--- config.mk ---
export PLATFORM = sky130hd
export DESIGN_NAME = sbox_engine_top
export DESIGN_NICKNAME = d
export VERILOG_FILES = /design/src/sbox_pkg.sv /design/src/sbox_engine_top.sv /design/src/sbox_sink.sv /design/src/word_fifo.sv /design/src/word_source.sv /design/src/sbox_6bit.sv /design/src/gf_power38.sv
export VERILOG_INCLUDE_DIRS = /design/src
export SDC_FILE = /design/constraint.sdc
export NUM_CORES = 1
export LEC_CHECK = 0
export BUFFER_PORTS_ARGS = -buffer_cell sky130_fd_sc_hd__clkbuf_2
export CELL_PAD_IN_SITES_DETAIL_PLACEMENT = 0
export CELL_PAD_IN_SITES_GLOBAL_PLACEMENT = 1
export CORE_MARGIN = 8
export CORE_UTILIZATION = 54
export CTS_CLUSTER_DIAMETER = 30
export DETAILED_ROUTE_END_ITERATION = 10
export HOLD_SLACK_MARGIN = 0.05
export PLACE_DENSITY = 0.91
export SETUP_SLACK_MARGIN = 0.1
export SKIP_LAST_GASP = 1
export SYNTH_ARGS = -nofsm -noshare
export SYNTH_HDL_FRONTEND = slang
export SYNTH_SLANG_ARGS = --single-unit
--- constraint.sdc ---
create_clock -name clk -period 7.1 [get_ports clk]
set_clock_uncertainty 0.05 [all_clocks]
set_input_delay 0.71 -clock clk [delete_from_list [all_inputs] [get_ports clk]]
set_output_delay 0.71 -clock clk [all_outputs]
set_load 0.03 [all_outputs]
--- src/sbox_consts.svh ---
`ifndef SBOX_CONSTS_SVH
`define SBOX_CONSTS_SVH

// Width of one substitution word
`define SBOX_W 6

`define GF_W 3 // One GF(8) half of a word

`define FIFO_DEPTH 4 // Entries between input and output ports

`endif
--- src/sbox_pkg.sv ---
`include "sbox_consts.svh"

package sbox_pkg;

  // Bits 2:0 low half, bits 5:3 high half in the composite basis
  typedef logic [`SBOX_W-1:0] sbox_word_t;

  typedef logic [`GF_W-1:0] gf8_t; // Element of GF(8)

  localparam logic [`GF_W:0] GF8_POLY = 4'b1101; // x^3 + x^2 + 1

  // Carry-less product of two elements, reduced by GF8_POLY
  function automatic gf8_t gf8_mul(gf8_t a, gf8_t b);
    logic [2*`GF_W-2:0] d;
    d = '0;
    for (int i = 0; i < `GF_W; i++) begin
      if (b[i]) begin
        d = d ^ ((2*`GF_W-1)'(a) << i);
      end
    end
    for (int k = 2*`GF_W-2; k >= `GF_W; k--) begin
      if (d[k]) begin
        d = d ^ ((2*`GF_W-1)'(GF8_POLY) << (k-`GF_W)); // Fold x^k back below x^3
      end
    end
    return d[`GF_W-1:0];
  endfunction

endpackage

--- src/sbox_engine_top.sv ---
`timescale 1ns/1ps

`include "sbox_consts.svh"

module sbox_engine_top (
  input  logic                 clk,
  input  logic                 rst,
  input  logic                 in_req,
  input  sbox_pkg::sbox_word_t in_data,
  output logic                 in_ack,
  output logic                 out_req,
  output sbox_pkg::sbox_word_t out_data,
  input  logic                 out_ack
);
  import sbox_pkg::*;

  logic       push;
  sbox_word_t push_data;
  logic       full;
  logic       pop;
  logic       empty;
  sbox_word_t head;

  word_source u_source (
    .clk       (clk),
    .rst       (rst),
    .in_req    (in_req),
    .in_data   (in_data),
    .in_ack    (in_ack),
    .full      (full),
    .push      (push),
    .push_data (push_data)
  );

  word_fifo #(
    .T     (sbox_word_t),
    .DEPTH (`FIFO_DEPTH)
  ) u_fifo (
    .clk       (clk),
    .rst       (rst),
    .push      (push),
    .push_data (push_data),
    .pop       (pop),
    .head      (head),
    .full      (full),
    .empty     (empty)
  );

  sbox_sink u_sink (
    .clk      (clk),
    .rst      (rst),
    .empty    (empty),
    .head     (head),
    .pop      (pop),
    .out_req  (out_req),
    .out_data (out_data),
    .out_ack  (out_ack)
  );

endmodule

--- src/sbox_sink.sv ---
`timescale 1ns/1ps

module sbox_sink (
  input  logic                 clk,
  input  logic                 rst,
  input  logic                 empty,
  input  sbox_pkg::sbox_word_t head,
  output logic                 pop,
  output logic                 out_req,
  output sbox_pkg::sbox_word_t out_data,
  input  logic                 out_ack
);
  import sbox_pkg::*;

  sbox_word_t sub_word;
  logic       idle;

  sbox_6bit u_sbox (
    .x (head),
    .y (sub_word)
  );

  // Handshake back at phase zero
  assign idle = !out_req && !out_ack;
  assign pop  = idle && !empty;

  always_ff @(posedge clk) begin
    if (pop) begin
      out_data <= sub_word;
    end
  end

  always_ff @(posedge clk) begin
    if (rst) begin
      out_req <= 1'b0;
    end else if (pop) begin
      out_req <= 1'b1;
    end else if (out_req && out_ack) begin
      out_req <= 1'b0; // Consumer took the word
    end
  end

endmodule

--- src/word_fifo.sv ---
`timescale 1ns/1ps

`include "sbox_consts.svh"

module word_fifo #(
  parameter type T     = logic [7:0],
  parameter int  DEPTH = `FIFO_DEPTH
) (
  input  logic clk,
  input  logic rst,
  input  logic push,
  input  T     push_data,
  input  logic pop,
  output T     head,
  output logic full,
  output logic empty
);

  localparam int AW = (DEPTH > 1) ? $clog2(DEPTH) : 1;
  localparam int CW = $clog2(DEPTH + 1);

  T                mem [DEPTH];
  logic [AW-1:0]   wr_ptr;
  logic [AW-1:0]   rd_ptr;
  logic [CW-1:0]   count;
  logic            do_push;
  logic            do_pop;

  assign full    = (count == CW'(DEPTH));
  assign empty   = (count == '0);
  assign do_push = push && !full;
  assign do_pop  = pop && !empty;
  assign head    = mem[rd_ptr];

  always_ff @(posedge clk) begin
    if (do_push) begin
      mem[wr_ptr] <= push_data;
    end
  end

  always_ff @(posedge clk) begin
    if (rst) begin
      wr_ptr <= '0;
      rd_ptr <= '0;
      count  <= '0;
    end else begin
      if (do_push) begin
        wr_ptr <= (wr_ptr == AW'(DEPTH - 1)) ? '0 : wr_ptr + 1'b1;
      end
      if (do_pop) begin
        rd_ptr <= (rd_ptr == AW'(DEPTH - 1)) ? '0 : rd_ptr + 1'b1;
      end
      case ({do_push, do_pop})
        2'b10:   count <= count + 1'b1;
        2'b01:   count <= count - 1'b1;
        default: count <= count; // Idle or push and pop together
      endcase
    end
  end

endmodule

--- src/word_source.sv ---
`timescale 1ns/1ps

module word_source (
  input  logic                 clk,
  input  logic                 rst,
  input  logic                 in_req,
  input  sbox_pkg::sbox_word_t in_data,
  output logic                 in_ack,
  input  logic                 full,
  output logic                 push,
  output sbox_pkg::sbox_word_t push_data
);

  typedef enum logic {
    ST_IDLE,
    ST_ACK
  } state_t;

  state_t state;

  // Accept only from idle, so each request is taken once
  assign push      = (state == ST_IDLE) && in_req && !full;
  assign push_data = in_data;
  assign in_ack    = (state == ST_ACK);

  always_ff @(posedge clk) begin
    if (rst) begin
      state <= ST_IDLE;
    end else begin
      case (state)
        ST_IDLE: begin
          if (push) begin
            state <= ST_ACK; // Word is in the FIFO
          end
        end
        ST_ACK: begin
          if (!in_req) begin
            state <= ST_IDLE;
          end
        end
        default: state <= ST_IDLE;
      endcase
    end
  end

endmodule

--- src/sbox_6bit.sv ---
`timescale 1ns/1ps

module sbox_6bit (
  input  sbox_pkg::sbox_word_t x,
  output sbox_pkg::sbox_word_t y
);
  import sbox_pkg::*;

  sbox_word_t z; // Composite-field form of x
  sbox_word_t w; // z^38
  sbox_word_t p; // w back in the polynomial basis
  logic       t;

  // Basis change into GF((2^3)^2)
  assign z[0] = x[1] ^ x[3] ^ x[5];
  assign z[1] = x[0] ^ x[1] ^ x[4];
  assign z[2] = x[1] ^ x[2] ^ x[3];
  assign z[3] = x[2] ^ x[3];
  assign z[4] = x[0] ^ x[2] ^ x[5];
  assign z[5] = x[4] ^ x[5];

  gf_power38 u_pow (
    .a (z),
    .b (w)
  );

  // Inverse basis change
  assign p[0] = w[2];
  assign p[1] = w[0] ^ w[3] ^ w[4];
  assign p[2] = w[1] ^ w[2] ^ w[4];
  assign p[3] = w[3] ^ w[4] ^ w[5];
  assign p[4] = w[0] ^ w[1] ^ w[2] ^ w[4];
  assign p[5] = w[0] ^ w[1] ^ w[4] ^ w[5];

  assign t = x[2] ^ x[4]; // Affine parity term
  assign y = p ^ {$bits(sbox_word_t){t}};

endmodule

--- src/gf_power38.sv ---
`timescale 1ns/1ps

module gf_power38 (
  input  sbox_pkg::sbox_word_t a,
  output sbox_pkg::sbox_word_t b
);
  import sbox_pkg::*;

  // Squaring is linear over GF(2)
  function automatic gf8_t gf8_sq(gf8_t v);
    return {v[1] ^ v[2], v[2], v[0] ^ v[2]};
  endfunction

  function automatic gf8_t gf8_p4(gf8_t v);
    return {v[1], v[1] ^ v[2], v[0] ^ v[1]};
  endfunction

  function automatic gf8_t gf8_p3(gf8_t v);
    return {v[1] ^ v[2] ^ (v[1] & v[2]) ^ (v[0] & v[1]),
            v[2] ^ (v[0] & v[2]) ^ (v[0] & v[1]),
            v[0] ^ v[1] ^ (v[0] & v[2])};
  endfunction

  // Square of the cube
  function automatic gf8_t gf8_p6(gf8_t v);
    return {v[1] ^ (v[1] & v[2]) ^ (v[0] & v[2]),
            v[1] ^ v[2] ^ (v[1] & v[2]) ^ (v[0] & v[1]),
            v[0] ^ v[2] ^ (v[0] & v[1]) ^ (v[0] & v[2]) ^ (v[1] & v[2])};
  endfunction

  gf8_t l;
  gf8_t h;
  gf8_t t_l3;
  gf8_t t_h3;
  gf8_t t_l6h4;
  gf8_t t_h6l4;
  gf8_t t_l2h;
  gf8_t t_h2l;
  gf8_t lo;
  gf8_t hi;

  assign l = a[2:0];
  assign h = a[5:3];

  assign t_l3   = gf8_p3(l);
  assign t_h3   = gf8_p3(h);
  assign t_l6h4 = gf8_mul(gf8_p6(l), gf8_p4(h));
  assign t_h6l4 = gf8_mul(gf8_p6(h), gf8_p4(l));
  assign t_l2h  = gf8_mul(gf8_sq(l), h);
  assign t_h2l  = gf8_mul(gf8_sq(h), l);

  // Both halves mix the same six terms with swapped constants
  assign lo = gf8_mul(3'd7, t_l3)   ^ gf8_mul(3'd5, t_h3) ^
              gf8_mul(3'd5, t_l6h4) ^ gf8_mul(3'd3, t_h6l4) ^
              gf8_mul(3'd7, t_l2h)  ^ gf8_mul(3'd5, t_h2l);

  assign hi = gf8_mul(3'd5, t_l3)   ^ gf8_mul(3'd7, t_h3) ^
              gf8_mul(3'd3, t_l6h4) ^ gf8_mul(3'd5, t_h6l4) ^
              gf8_mul(3'd5, t_l2h)  ^ gf8_mul(3'd7, t_h2l);

  assign b = {hi, lo};

endmodule

**Word-level counts from Yosys, hierarchy flattened**

Memories as Yosys holds them, arrays and structs flattened. A register that Yosys moved wholly into a read port is not among the register bits.
Cells that the tools add are included.

- Register bits after elaboration: 15
- RAM bits: 24
- Input bits: 10
- Output and inout port bits: 8
- Logic and storage cells: 252
- Memories: 1

- Add/sub/neg operators: 4
- Equality and inequality tests: 5
- Multiplexer cells: 92
- Bitwise operators: 130
- Reductions and logical operators: 14

Memories:

| memory | words | bits a word | rd ports | clocked after memory_dff | wr ports | line | RTL |
|---|---|---|---|---|---|---|---|
| u_fifo.mem | 4 | 6 | 1 | 1 | 1 | word_fifo.sv:22 | `T mem [DEPTH];` |

Operators by type and width:

| kind | count |
|---|---|
| $mux W4 | 28 |
| $mux W3 | 32 |
| $mux W5 | 18 |
| $not A2 Y2 | 34 |
| $xor A1 B1 Y1 | 48 |
| $xor A3 B3 Y3 | 10 |
| $not A1 Y2 | 14 |
| $xor A5 B5 Y5 | 4 |
| $not A2 Y3 | 6 |
| $xor A3 B4 Y4 | 4 |
| $mux W2 | 6 |
| $logic_and A1 B1 Y1 | 7 |
| $and A1 B1 Y1 | 6 |
| $eq A2 B2 Y1 const B | 3 |
| $mux W1 | 6 |
| $not A3 Y3 | 2 |
| $pmux W3 S2 | 1 |
| $xor A6 B6 Y6 | 1 |
| $add A2 B1 Y2 const B | 2 |
| $logic_not A1 Y1 | 4 |
| $reduce_bool A2 Y1 | 2 |
| $add A3 B1 Y3 const B | 1 |
| $eq A3 B3 Y1 const B | 1 |
| $logic_not A3 Y1 | 1 |
| other kinds (4) | 4 |

**Longest topological paths before layout**

Gate-level depths: netlist (run 1).

- Depth after elaboration: 32
- Depth in mapped cells: 16

**Hierarchy**

Synthesis (run 1) repeated with hierarchy kept, for this count alone.

- Cell total of the unflattened synthesis: 328
- Area, all modules: 3522.1 um2

Modules (own cells, without submodules):

| module | times used | cells an instance | area an instance (um2) | sequential area each (um2) |
|---|---|---|---|---|
| gf_power38 | 1 | 201 | 1572.8 | 0.0 |
| word_fifo | 1 | 83 | 1370.1 | 900.9 |
| sbox_6bit | 1 | 24 | 266.5 | 0.0 |
| sbox_sink | 1 | 10 | 221.5 | 200.2 |
| word_source | 1 | 10 | 91.3 | 20.0 |

**Worst setup path after synthesis (run 1)**

Ideal clock, no wire load.

- Kind: register -> register
- Start point: register with a tool-made name
- End point: register u_sink.out_data[1], data pin
- Library setup time: 268 ps
- Arrival time: 4251 ps
- Path slack: 2531 ps
- Cell stages (with the launch flop): 17
- Buffers on the path: 4
- Clock period less this slack: 4569 ps
- Cells stage by stage: dfxtp_1 buf_6 mux4_2 buf_6 xor2_1 clkbuf_1 ha_1 clkbuf_1 nor2b_1 nor2b_1 a211oi_1 a31oi_1 xnor2_1 xnor3_1 xnor3_2 xnor3_1 xnor3_1

RTL lines:

| item | line | RTL |
|---|---|---|
| end signal, assigned | sbox_sink.sv:29 | `out_data <= sub_word;` |
| end, declared | sbox_sink.sv:10 | `output sbox_pkg::sbox_word_t out_data,` |

==> Implementation_results.wiki, run 1 <==
{| class="wikitable"
! Metric !! Value
|-
| Result of the run || finished, final reports clean
|-
| Total track usage || 16.9%
|-
| Unrepaired setup endpoints after global routing || false
|-
| Final weighted congestion of routability-driven global placement || just over 0.9
|-
| Type of the worst setup path || flop to flop
|-
| ANT cells || 0
|-
| Number of warnings issued by yosys || 0
|-
| Height of the chip || 105 microns
|-
| Worst-skew pair later-pin latency || about 300 ps
|-
| Number of distinct library cell variants in the gate-level netlist after synthesis || 64
|-
| 1st-iter DRT viols || roughly 210
|-
| Number of detailed-route iterations in the first pass || 5
|-
| Number of buffers added to fix hold violations after cts || 0
|-
| Crit end category || flop
|-
| Leading register cell type out of synthesis || sky130_fd_sc_hd__edfxtp_1
|-
| FMAX || 169 MHz
|-
| Fraction of final layout cells sized beyond drive strength 1 || roughly 17%
|-
| Data required, critical path || ~7100 ps
|-
| Width of the die || 105 microns
|-
| Number of setup violations in the final report || 0
|-
| Worst hold margin || 461 ps
|-
| Detailed-route wire length per cell || 17.7 microns
|-
| Total negative setup slack || 0 ps
|-
| Post-DP HPWL || 6780 microns
|-
| Combined area of the multi-input logic cells || 2880 sq um
|-
| TritonCTS buffer count || 5
|-
| Clock input transition at the sequential cells of the worst setup and hold paths || ~90 ps
|-
| Postcts setup bufs || 0
|-
| Post-synth ARST share || 0%
|-
| Num rows || 32
|-
| Area Growth Syn to Fin || 3.42%
|-
| Number of buffers inserted by port buffering || 17
|-
| Number of global-route vias before repair || 3,026
|-
| IO Pins || 18
|-
| Clock Root Buffer || sky130_fd_sc_hd__clkbuf_8
|-
| Starting utilization of the core area || 55.2%
|-
| Max H-tree Level || 2
|-
| Final Slew Violations || 0
|-
| Setup WS pre-CTS || 1170 ps
|-
| Final antenna-violating net count || 0
|-
| Number of nets in the synthesized netlist || 444
|-
| Via count || between 3k and 4k
|-
| Gate Count Post-Synth || between 400 and 500
|-
| Deepest clock path buffer count || 2
|-
| Total placed cells including tap cells || 517
|-
| Area taken by flip-flops and latches || 1120 sq um
|-
| Shortest period the worst path allows || 5920 ps
|-
| Final Hold Fails || 0
|-
| TritonCTS clock tree || yes
|-
| Filler Cell Count || 702
|-
| Global-route wire length before repair || 15,300 microns
|-
| Count of flip-flops with a built-in enable after synthesis || 30
|-
| Antenna violations before repair || 0
|-
| Overflow left after global routing || 0
|-
| Net count, final || roughly 440
|-
| Post-synthesis sequential area ratio || around a quarter
|-
| Max-capacitance violation count || 0
|-
| # DRC || 0
|-
| Min setup slack post-route || approximately 1200 ps
|-
| Final cell count without fillers || 525
|-
| Post-synth design cell area || 4240 sq um
|-
| WL final || 9290 microns
|-
| Placeable Area || around 7700 sq um
|-
| Number of gates resized after CTS || 0
|-
| Via-per-instance ratio || 5.95
|-
| Post-synthesis sequential element count || between 40 and 50
|-
| Maximum number of pins on one net before global-route repair || 43
|-
| Worst slew slack as a fraction of its limit || around a third
|-
| DIE AREA || 10,900 sq um
|-
| Synthesized area per cell || 10.0 sq um
|-
| Number of clock sinks || 41
|-
| Critical path arrival || about 6000 ps
|-
| Final critical-path share of the clock period || 83.4%
|-
| Critical-path maximum fanout || 25
|-
| Slew at the pin with the worst max-slew slack || 995 ps
|-
| Setup crit start kind || flop
|-
| Min-Delay Path Class || flop to flop
|}
## path summary, 6_finish.rpt
kind,to,cells past startpoint,slack (ps),from
worst max-delay path,u_sink.out_data[1],12,1180,flop
worst min-delay path,flop,2,460,u_fifo.rd_ptr[1]
worst min register to register,flop,2,460,u_fifo.rd_ptr[1]
worst max register to register,u_sink.out_data[1],12,1180,flop
## sequential cells by signal, summed over array words and instances, names as in the netlist, named ones only
name             flops
u_fifo.count         3
u_fifo.mem          24
u_fifo.rd_ptr        2
u_fifo.wr_ptr        2
u_sink.out_data      6
u_sink.out_req       1
u_source.in_ack      1
## critical path, cell delays in order, from the launching register on
cell and delay, ps:
sky130_fd_sc_hd__dfxtp_1 680, sky130_fd_sc_hd__mux4_2 870, sky130_fd_sc_hd__xnor3_1 780, sky130_fd_sc_hd__clkinv_1 390
sky130_fd_sc_hd__ha_1 700, sky130_fd_sc_hd__nand2_1 100, sky130_fd_sc_hd__xnor3_1 430, sky130_fd_sc_hd__xnor2_1 240
sky130_fd_sc_hd__xnor2_1 160, sky130_fd_sc_hd__xnor2_1 180, sky130_fd_sc_hd__xnor3_1 480, sky130_fd_sc_hd__xnor3_1 400
sky130_fd_sc_hd__xnor3_1 210
## routing by layer
metal / part of all wire [%] / vias to the layer above / global-route usage (%)
met1: 45 / 1492 / 21.5
li1: - / 1534 / -
met5: 0 / - / 0
met3: 3.0 / 10 / 1.78
met2: 51 / 88 / 29.1
met4: 1.5 / 0 / 5.71
## cells in the final DEF (no fill, tap or decap), types with 3 or more instances in the layout
| cell type | count |
|---|---|
| sky130_fd_sc_hd__or3_1 | 4 |
| sky130_fd_sc_hd__o21ai_1 | 3 |
| sky130_fd_sc_hd__o22ai_1 | 6 |
| sky130_fd_sc_hd__a221oi_1 | 5 |
| sky130_fd_sc_hd__a31oi_1 | 4 |
| sky130_fd_sc_hd__nor2_1 | 31 |
| sky130_fd_sc_hd__clkbuf_2 | 17 |
| sky130_fd_sc_hd__inv_1 | 13 |
| sky130_fd_sc_hd__nor3_1 | 14 |
| sky130_fd_sc_hd__nand2b_1 | 5 |
| sky130_fd_sc_hd__ha_1 | 10 |
| sky130_fd_sc_hd__xnor2_1 | 42 |
| sky130_fd_sc_hd__xnor2_2 | 8 |
| sky130_fd_sc_hd__mux2_2 | 10 |
| sky130_fd_sc_hd__xor2_1 | 11 |
| sky130_fd_sc_hd__clkbuf_8 | 5 |
| sky130_fd_sc_hd__nand3_1 | 9 |
| sky130_fd_sc_hd__edfxtp_1 | 30 |
| sky130_fd_sc_hd__xor2_2 | 4 |
| sky130_fd_sc_hd__buf_4 | 5 |
| sky130_fd_sc_hd__nand2_1 | 34 |
| sky130_fd_sc_hd__a211oi_1 | 3 |
| sky130_fd_sc_hd__a22oi_1 | 3 |
| sky130_fd_sc_hd__nor2b_1 | 7 |
| sky130_fd_sc_hd__mux2i_1 | 21 |
| sky130_fd_sc_hd__mux4_2 | 9 |
| sky130_fd_sc_hd__a21oi_1 | 20 |
| sky130_fd_sc_hd__and2_1 | 8 |
| sky130_fd_sc_hd__xnor3_1 | 12 |
| sky130_fd_sc_hd__dfxtp_1 | 11 |
| sky130_fd_sc_hd__o211ai_1 | 7 |
| sky130_fd_sc_hd__o21ai_0 | 10 |
## area by class of cell
| cell class | count | share of cell area (%) |
|---|---|---|
| well taps | 102 | 2.91 |
| flip-flops and latches | 41 | 25.5 |
| repair buffers | 22 | 2.79 |
| clock inverters | 3 | 0.399 |
| clock buffers | 5 | 1.57 |
| multi-input cells | 338 | 65.6 |
| inverters | 14 | 1.20 |
## metrics by stage
| stage | utilization [%] | instance area (sq um) |
|---|---|---|
| 6_report | 57.1 | 4390 |
| 5_1_grt | 57.1 | 4390 |
| 4_1_cts | 57.1 | 4390 |
| 3_5_place_dp | 56.0 | 4300 |
| 3_3_place_gp | 56.0 | 4300 |
| 2_1_floorplan | - | 4240 |
## Yosys cell counts, types with 4 or more instances
| library cell | instances | area [sq um] |
|---|---|---|
| sky130_fd_sc_hd__nand2_1 | 34 | 128 |
| sky130_fd_sc_hd__xnor2_1 | 42 | 368 |
| sky130_fd_sc_hd__a221oi_1 | 5 | 43.8 |
| sky130_fd_sc_hd__buf_4 | 5 | 37.5 |
| sky130_fd_sc_hd__xor2_1 | 11 | 96.3 |
| sky130_fd_sc_hd__o22ai_1 | 6 | 37.5 |
| sky130_fd_sc_hd__nand3_1 | 9 | 45.0 |
| sky130_fd_sc_hd__a21oi_1 | 20 | 100 |
| sky130_fd_sc_hd__inv_1 | 13 | 48.8 |
| sky130_fd_sc_hd__nand2b_1 | 5 | 31.3 |
| sky130_fd_sc_hd__nor2_1 | 31 | 116 |
| sky130_fd_sc_hd__mux2i_1 | 21 | 210 |
| sky130_fd_sc_hd__a31oi_1 | 4 | 25.0 |
| sky130_fd_sc_hd__edfxtp_1 | 30 | 901 |
| sky130_fd_sc_hd__nor2b_1 | 7 | 43.8 |
| sky130_fd_sc_hd__xnor2_2 | 8 | 130 |
| sky130_fd_sc_hd__xor2_2 | 4 | 65.1 |
| sky130_fd_sc_hd__dfxtp_1 | 11 | 220 |
| sky130_fd_sc_hd__clkbuf_1 | 11 | 41.3 |
| sky130_fd_sc_hd__buf_2 | 6 | 30.0 |
| sky130_fd_sc_hd__xnor3_1 | 12 | 270 |
| sky130_fd_sc_hd__o211ai_1 | 7 | 52.6 |
| sky130_fd_sc_hd__mux4_2 | 9 | 203 |
| sky130_fd_sc_hd__ha_1 | 10 | 125 |
| sky130_fd_sc_hd__and2_1 | 8 | 50.1 |
| sky130_fd_sc_hd__o21ai_0 | 10 | 50.1 |
| sky130_fd_sc_hd__mux2_2 | 10 | 113 |
| sky130_fd_sc_hd__nor3_1 | 14 | 70.1 |
| sky130_fd_sc_hd__buf_6 | 7 | 78.8 |
| sky130_fd_sc_hd__or3_1 | 4 | 25.0 |
## logic make-up after synthesis
family                   count (synthesis)  share of synthesized area [%]
AND/OR/NAND/NOR                        122                           13.6
AO/OA/AOI/OAI                           82                           13.4
XOR/XNOR                                82                           24.7
buffers and inverters                   44                           5.75
multiplexers                            41                           12.7
flip-flops                              41                           26.4
adder cells (fa/ha/maj)                 11                           3.42
Power of run 1 is left out: the tool's default activity adds up to more than one toggle a clock period on the data nets, which glitch-free logic cannot reach.
==> run 2: changes to the inputs <==
--- a/config.mk
+++ b/config.mk
@@ -10,11 +10,11 @@
 export CELL_PAD_IN_SITES_DETAIL_PLACEMENT = 0
 export CELL_PAD_IN_SITES_GLOBAL_PLACEMENT = 1
 export CORE_MARGIN = 8
-export CORE_UTILIZATION = 54
+export CORE_UTILIZATION = 50
 export CTS_CLUSTER_DIAMETER = 30
 export DETAILED_ROUTE_END_ITERATION = 10
 export HOLD_SLACK_MARGIN = 0.05
-export PLACE_DENSITY = 0.91
+export PLACE_DENSITY = 0.85
 export SETUP_SLACK_MARGIN = 0.1
 export SKIP_LAST_GASP = 1
 export SYNTH_ARGS = -nofsm -noshare
==> constraint.sdc (replaced) <==
create_clock -name clk -period 5.6 [get_ports clk]
set_clock_uncertainty 0.05 [all_clocks]
set_input_delay 0.56 -clock clk [delete_from_list [all_inputs] [get_ports clk]]
set_output_delay 0.56 -clock clk [all_outputs]
set_load 0.03 [all_outputs]
==> run 2 against run 1 <==
Compared with the run above:
- cell count rose by 1.9%
- worst hold slack got worse by 75 ps
- via count rose by 1.9%
==> Implementation_results.wiki, run 2 (synthesized netlist as in run 1, its figures left out) <==
{| class="wikitable"
! Metric !! Value
|-
| Total placed cells including tap cells || 527 (+1.9%)
|-
| Final standard cell utilization of the core || 54.4% (-2.7 points)
|-
| Result of the run || finished, final reports clean
|-
| Cell Chain, Critical Path || mux4_2, xnor3_1, clkinv_1, ha_1, nand2_1, xnor3_1, xnor2_1, xnor2_1, xnor2_1, xnor3_1, xnor3_1, xnor3_1
|-
| Detailed-route wire length per cell || 17.6 microns (-0.63%)
|-
| R2R Setup Slk || 510 ps (-670 ps)
|-
| Number of buffers inserted by port buffering || 17 (unchanged)
|-
| Antenna violations before repair || 0 (unchanged)
|-
| Met3 capacity usage during global routing || 2.20% (+0.42 points)
|-
| ANT cells || 0 (unchanged)
|-
| Critical path arrival || 5090 ps (-820 ps)
|-
| Number of clock sinks || 41 (unchanged)
|-
| Critical-path maximum fanout || 10 (-60%)
|-
| Final Slew Violations || 0 (unchanged)
|-
| Clock Root Buffer || sky130_fd_sc_hd__clkbuf_8
|-
| TritonCTS buffer count || 5 (unchanged)
|-
| Worst reg2reg endpoint || u_sink.out_data[1]
|-
| Via count || 3,184 (+1.9%)
|-
| Filler Cell Count || 711 (+1.3%)
|-
| Num rows || 33 (+3.1%)
|-
| Number of global-route vias before repair || 3,181 (+5.1%)
|-
| Most repeated library cell on the critical path || sky130_fd_sc_hd__xnor3_1
|-
| FMAX || 196 MHz (+16%)
|-
| Deepest clock path buffer count || 2 (unchanged)
|-
| Final critical-path share of the clock period || 91.0% (+7.5 points)
|-
| Worst slew slack as a fraction of its limit || 61.6% (+28 points)
|-
| Area Growth Syn to Fin || 5.31%
|-
| Global-route wire length before repair || 16,000 microns (+4.5%)
|-
| Data required, critical path || 5600 ps (-1490 ps)
|-
| Total track usage || 17.0% (+0.18 points)
|-
| Type of the worst setup path || flop to flop
|-
| Critical path's slowest cell || sky130_fd_sc_hd__mux4_2
|-
| Number of gates resized after CTS || 0 (unchanged)
|-
| Setup crit start kind || flop
|-
| Unrepaired setup endpoints after global routing || false
|-
| Final weighted congestion of routability-driven global placement || 0.923 (+0.39%)
|-
| TritonCTS clock tree || yes
|-
| Total negative setup slack || 0 ps (unchanged)
|-
| Number of setup violations in the final report || 0 (unchanged)
|-
| Crit end category || flop
|-
| Overflow left after global routing || 0 (unchanged)
|-
| Net count, final || 450 (+1.6%)
|-
| Largest register by flop count || u_fifo.mem
|-
| Fraction of final layout cells sized beyond drive strength 1 || 17.9% (+1.1 points)
|-
| Final cell count without fillers || 535 (+1.9%)
|-
| IO Pins || 18 (unchanged)
|-
| Clock input transition at the sequential cells of the worst setup and hold paths || 80 ps (about the same)
|-
| Starting utilization of the core area || 51.6% (-3.6 points)
|-
| Max H-tree Level || 2 (unchanged)
|-
| Max-capacitance violation count || 0 (unchanged)
|-
| 1st-iter DRT viols || 223 (+8.3%)
|-
| Min setup slack post-route || 507 ps (-670 ps)
|-
| Final antenna-violating net count || 0 (unchanged)
|-
| DIE AREA || 11,700 sq um (+6.8%)
|-
| CP peak stage delay || 710 ps (-160 ps)
|-
| Slew at the pin with the worst max-slew slack || 575 ps (-420 ps)
|-
| Width of the die || 108 microns (+3.3%)
|-
| Hold Crit Depth || 2 (unchanged)
|-
| Number of buffers added to fix hold violations after cts || 0 (unchanged)
|-
| Maximum number of pins on one net before global-route repair || 40 (-7.0%)
|-
| Cell count of the worst reg-to-reg path || 12 (unchanged)
|-
| Post-DP HPWL || 7110 microns (+4.8%)
|-
| Final Hold Fails || 0 (unchanged)
|-
| Leading cell type in the layout, fill and taps excluded || sky130_fd_sc_hd__xnor2_1
|-
| WL final || 9410 microns (+1.3%)
|-
| Via-per-instance ratio || 5.95 (about the same)
|-
| Leading cell types in the layout, fill and taps excluded || 42 x sky130_fd_sc_hd__xnor2_1, 34 x sky130_fd_sc_hd__nand2_1, 31 x sky130_fd_sc_hd__nor2_1
|-
| Shortest period the worst path allows || 5090 ps (-830 ps)
|-
| # DRC || 0 (unchanged)
|-
| Max FFs per register || 24 (unchanged)
|-
| Worst-skew pair later-pin latency || 300 ps (about the same)
|-
| M1 GR Usage || 22.5% (+0.98 points)
|-
| Worst min-delay path startpoint || out_ack
|-
| Height of the chip || 108 microns (+3.3%)
|-
| Postcts setup bufs || 0 (unchanged)
|-
| Met2 global-route usage || 27.4% (-1.7 points)
|-
| Min-Delay Path Class || input port to flop
|-
| Global route hottest layer || met2
|-
| Setup WS pre-CTS || 494 ps (-675 ps)
|-
| Largest regs || u_fifo.mem (24), u_sink.out_data (6), u_fifo.count (3)
|-
| Placeable Area || 8220 sq um (+6.9%)
|-
| Hold-critical path endpoint || u_sink.out_req
|-
| Number of detailed-route iterations in the first pass || 5 (unchanged)
|}
==> run 2: cell types whose count changed in the layout (fill, tap and decap cells not counted) <==
cell / previous run / this run
sky130_fd_sc_hd__bufinv_16: 0 / 1
sky130_fd_sc_hd__clkinv_1: 1 / 2
sky130_fd_sc_hd__buf_4: 5 / 12
sky130_fd_sc_hd__clkinv_2: 2 / 0
==> run 2: layout make-up <==
cell class                      count  area, sq um  area share (%)
Multi-Input combinational cell    338         2880            64.4
Sequential cell                    41         1120            25.1
Timing Repair Buffer               29          175            3.92
Tap cell                          105          131            2.94
Clock buffer                        5         68.8            1.54
Inverter                           14         52.6            1.18
Clock inverter                      3         41.3           0.924
==> run 2: stage by stage <==
stage | hold slack [ps] | instance area, sq um
after floorplan | 404 | 4240
after global placement | 423 | 4360
after detailed placement | 435 | 4360
after CTS | 382 | 4470
after global routing | 390 | 4470
final | 386 | 4470
==> run 2: worst max path at each step <==
stage / startpoint / endpoint / slack, ps / depth (start not counted)
5_1_grt: flop / u_sink.out_data[1] / 140 / 12
6_report: flop / u_sink.out_data[1] / 510 / 12
4_1_cts: flop / u_sink.out_data[1] / 490 / 12
3_3_place_gp: flop / u_sink.out_data[1] / 620 / 12
3_5_place_dp: flop / u_sink.out_data[1] / 490 / 12
2_1_floorplan: flop / u_sink.out_data[1] / 1030 / 16
==> run 2: critical path: cells and delay by family, from the launching register on <==
family	cells	cell delay [ps]
muxes	1	710
buffers and inverters	1	250
xor gates and xnor gates	8	2490
adders and majority gates	1	550
DFF	1	690
and+or+nand+nor	1	90
==> run 2: routing by layer <==
metal	wire length [microns]	part of all wire (%)
met1	4130	44
met2	4510	48
met3	490	5.2
met4	273	2.9
met5	0	0
Power of run 2 is left out for the same reason.
==> run 3: changes to the inputs <==
--- a/config.mk
+++ b/config.mk
@@ -15,8 +15,10 @@
 export DETAILED_ROUTE_END_ITERATION = 10
 export HOLD_SLACK_MARGIN = 0.05
 export PLACE_DENSITY = 0.85
+export RECOVER_POWER = 100
 export SETUP_SLACK_MARGIN = 0.1
 export SKIP_LAST_GASP = 1
+export SLEW_MARGIN = 20
 export SYNTH_ARGS = -nofsm -noshare
 export SYNTH_HDL_FRONTEND = slang
 export SYNTH_SLANG_ARGS = --single-unit
==> run 3 against run 2 <==
Compared with the run above:
- sequential share of layout area rose by 0.19 points
- first-iteration DRC count rose by 12%
- highest routed layer unchanged
- cell count did not move
- non-clock buffer count did not move
- utilization fell by 0.41 points
- global-route usage did not move
- register-to-register slack got worse by 20 ps
- design area fell by 0.76%
- setup slack got worse by 21 ps
- critical path depth fell by 1
==> Implementation_results.wiki, run 3 (synthesized netlist as in run 1, its figures left out) <==
{| class="wikitable"
! Metric !! Value
|-
| Via-per-instance ratio || 6.00 (+0.88%)
|-
| Shortest period the worst path allows || 5110 ps (+20.8 ps)
|-
| Global route hottest layer || met2
|-
| Met3 capacity usage during global routing || 2.20% (unchanged)
|-
| TritonCTS clock tree || yes
|-
| Area Growth Syn to Fin || 4.51%
|-
| Maximum number of pins on one net before global-route repair || 40 (unchanged)
|-
| Net count, final || 450 (unchanged)
|-
| Total negative setup slack || 0 ps (unchanged)
|-
| Type of the worst setup path || flop to flop
|-
| Area taken by flip-flops and latches || 1120 sq um (unchanged)
|-
| Number of buffers inserted by port buffering || 17 (unchanged)
|-
| Crit end category || flop
|-
| Final antenna-violating net count || 0 (unchanged)
|-
| Largest regs || u_fifo.mem (24), u_sink.out_data (6), u_fifo.count (3)
|-
| Final standard cell utilization of the core || 54.0% (-0.41 points)
|-
| Worst min-delay path startpoint || out_ack
|-
| Via count || 3,212 (+0.88%)
|-
| Critical path arrival || 5110 ps (+20 ps)
|-
| Starting utilization of the core area || 51.6% (unchanged)
|-
| Number of detailed-route iterations in the first pass || 5 (unchanged)
|-
| Antenna violations before repair || 0 (unchanged)
|-
| Critical path's slowest cell || sky130_fd_sc_hd__mux4_2
|-
| FMAX || 196 MHz (-0.41%)
|-
| # DRC || 0 (unchanged)
|-
| Clock Root Buffer || sky130_fd_sc_hd__clkbuf_8
|-
| Setup crit end || u_sink.out_data[1]
|-
| DIE AREA || 11,700 sq um (unchanged)
|-
| Critical-path maximum fanout || 10 (unchanged)
|-
| Setup crit start kind || flop
|-
| Leading cell type in the layout, fill and taps excluded || sky130_fd_sc_hd__xnor2_1
|-
| Total track usage || 17.0% (unchanged)
|-
| Cell count of the worst reg-to-reg path || 11 (-1)
|-
| Placeable Area || 8220 sq um (unchanged)
|-
| M1 GR Usage || 22.5% (unchanged)
|-
| Met2 global-route usage || 27.4% (unchanged)
|-
| Postcts setup bufs || 0 (unchanged)
|-
| IO Pins || 18 (unchanged)
|-
| Worst slew slack as a fraction of its limit || 61.8% (+0.15 points)
|-
| Filler Cell Count || 724 (+1.8%)
|-
| Num rows || 33 (unchanged)
|-
| Number of buffers added to fix hold violations after cts || 0 (unchanged)
|-
| Max FFs per register || 24 (unchanged)
|-
| Final Slew Violations || 0 (unchanged)
|-
| Most repeated library cell on the critical path || sky130_fd_sc_hd__xnor2_1
|-
| Leading cell types in the layout, fill and taps excluded || 44 x sky130_fd_sc_hd__xnor2_1, 34 x sky130_fd_sc_hd__nand2_1, 31 x sky130_fd_sc_hd__nor2_1
|-
| Deepest clock path buffer count || 2 (unchanged)
|-
| Worst-skew pair later-pin latency || 300 ps (about the same)
|-
| Worst hold margin || 387 ps (+1.04 ps)
|-
| Final critical-path share of the clock period || 91.3% (+0.37 points)
|-
| Clock input transition at the sequential cells of the worst setup and hold paths || 80 ps (about the same)
|-
| Max-capacitance violation count || 0 (unchanged)
|-
| Overflow left after global routing || 0 (unchanged)
|-
| Number of clock sinks || 41 (unchanged)
|-
| ANT cells || 0 (unchanged)
|-
| Width of the die || 108 microns (unchanged)
|-
| Number of global-route vias before repair || 3,181 (unchanged)
|-
| TritonCTS buffer count || 5 (unchanged)
|-
| Final weighted congestion of routability-driven global placement || 0.923 (unchanged)
|-
| CP peak stage delay || 710 ps (about the same)
|-
| Cell Chain, Critical Path || mux4_2, xor3_1, ha_1, xnor2_1, xnor2_1, nand2_1, xnor2_1, xor3_1, xnor2_1, xnor2_2, xnor3_1
|-
| Min-Delay Path Class || input port to flop
|-
| Global-route wire length before repair || 16,000 microns (unchanged)
|-
| Slew at the pin with the worst max-slew slack || 573 ps (-2.19 ps)
|-
| Height of the chip || 108 microns (unchanged)
|-
| Max H-tree Level || 2 (unchanged)
|-
| Combined area of the multi-input logic cells || 2860 sq um (-0.57%)
|-
| Detailed-route wire length per cell || 17.5 microns (-0.22%)
|-
| Number of setup violations in the final report || 0 (unchanged)
|-
| Result of the run || finished, final reports clean
|-
| Worst reg2reg endpoint || u_sink.out_data[1]
|-
| WL final || 9390 microns (-0.22%)
|-
| Unrepaired setup endpoints after global routing || false
|-
| Post-DP HPWL || 7110 microns (unchanged)
|-
| Number of gates resized after CTS || 0 (unchanged)
|-
| Largest register by flop count || u_fifo.mem
|-
| Fraction of final layout cells sized beyond drive strength 1 || 14.0% (-4.0 points)
|-
| R2R Setup Slk || 490 ps (-20 ps)
|-
| 1st-iter DRT viols || 249 (+12%)
|-
| Data required, critical path || 5600 ps (about the same)
|-
| Final Hold Fails || 0 (unchanged)
|}
==> run 3: critical path: cells and delay by family, from the launching register on <==
kind | cells | cell delay [ps]
XOR/XNOR | 8 | 2990
multiplexers | 1 | 710
flip-flops | 1 | 690
adder cells (fa/ha/maj) | 1 | 300
AND/OR/NAND/NOR | 1 | 120
==> run 3: worst min-delay path by stage <==
| stage | endpoint | cells after the start | slack [ps] |
|---|---|---|---|
| 2_1_floorplan | flop | 2 | 400 |
| 3_3_place_gp | u_fifo.rd_ptr[1] | 2 | 420 |
| 3_5_place_dp | u_fifo.rd_ptr[1] | 2 | 440 |
| 4_1_cts | u_sink.out_req | 2 | 380 |
| 5_1_grt | u_sink.out_req | 2 | 390 |
| 6_report | u_sink.out_req | 2 | 390 |
==> run 3: per-stage QoR <==
step	worst slack [ps]	instance area, sq um	cells
floorplan	1030	4240	423
finish	486	4430	535
global placement	625	4360	527
detailed placement	494	4360	527
global route	91.2	4430	535
CTS	495	4470	535
==> run 3: layout make-up <==
class / instances / area share, %
tap: 105 / 2.96
multi-input combinational: 338 / 64.5
clock inverter: 3 / 0.931
clock buffer: 5 / 1.55
timing repair buffer: 29 / 3.56
inverter: 14 / 1.19
sequential: 41 / 25.3
==> run 3: per-layer routing <==
layer,up-vias,part of all wire (%)
met2,108,48
met1,1546,44
met4,0,2.6
met5,-,0
met3,17,5.2
li1,1541,-
Power of run 3 is left out for the same reason.
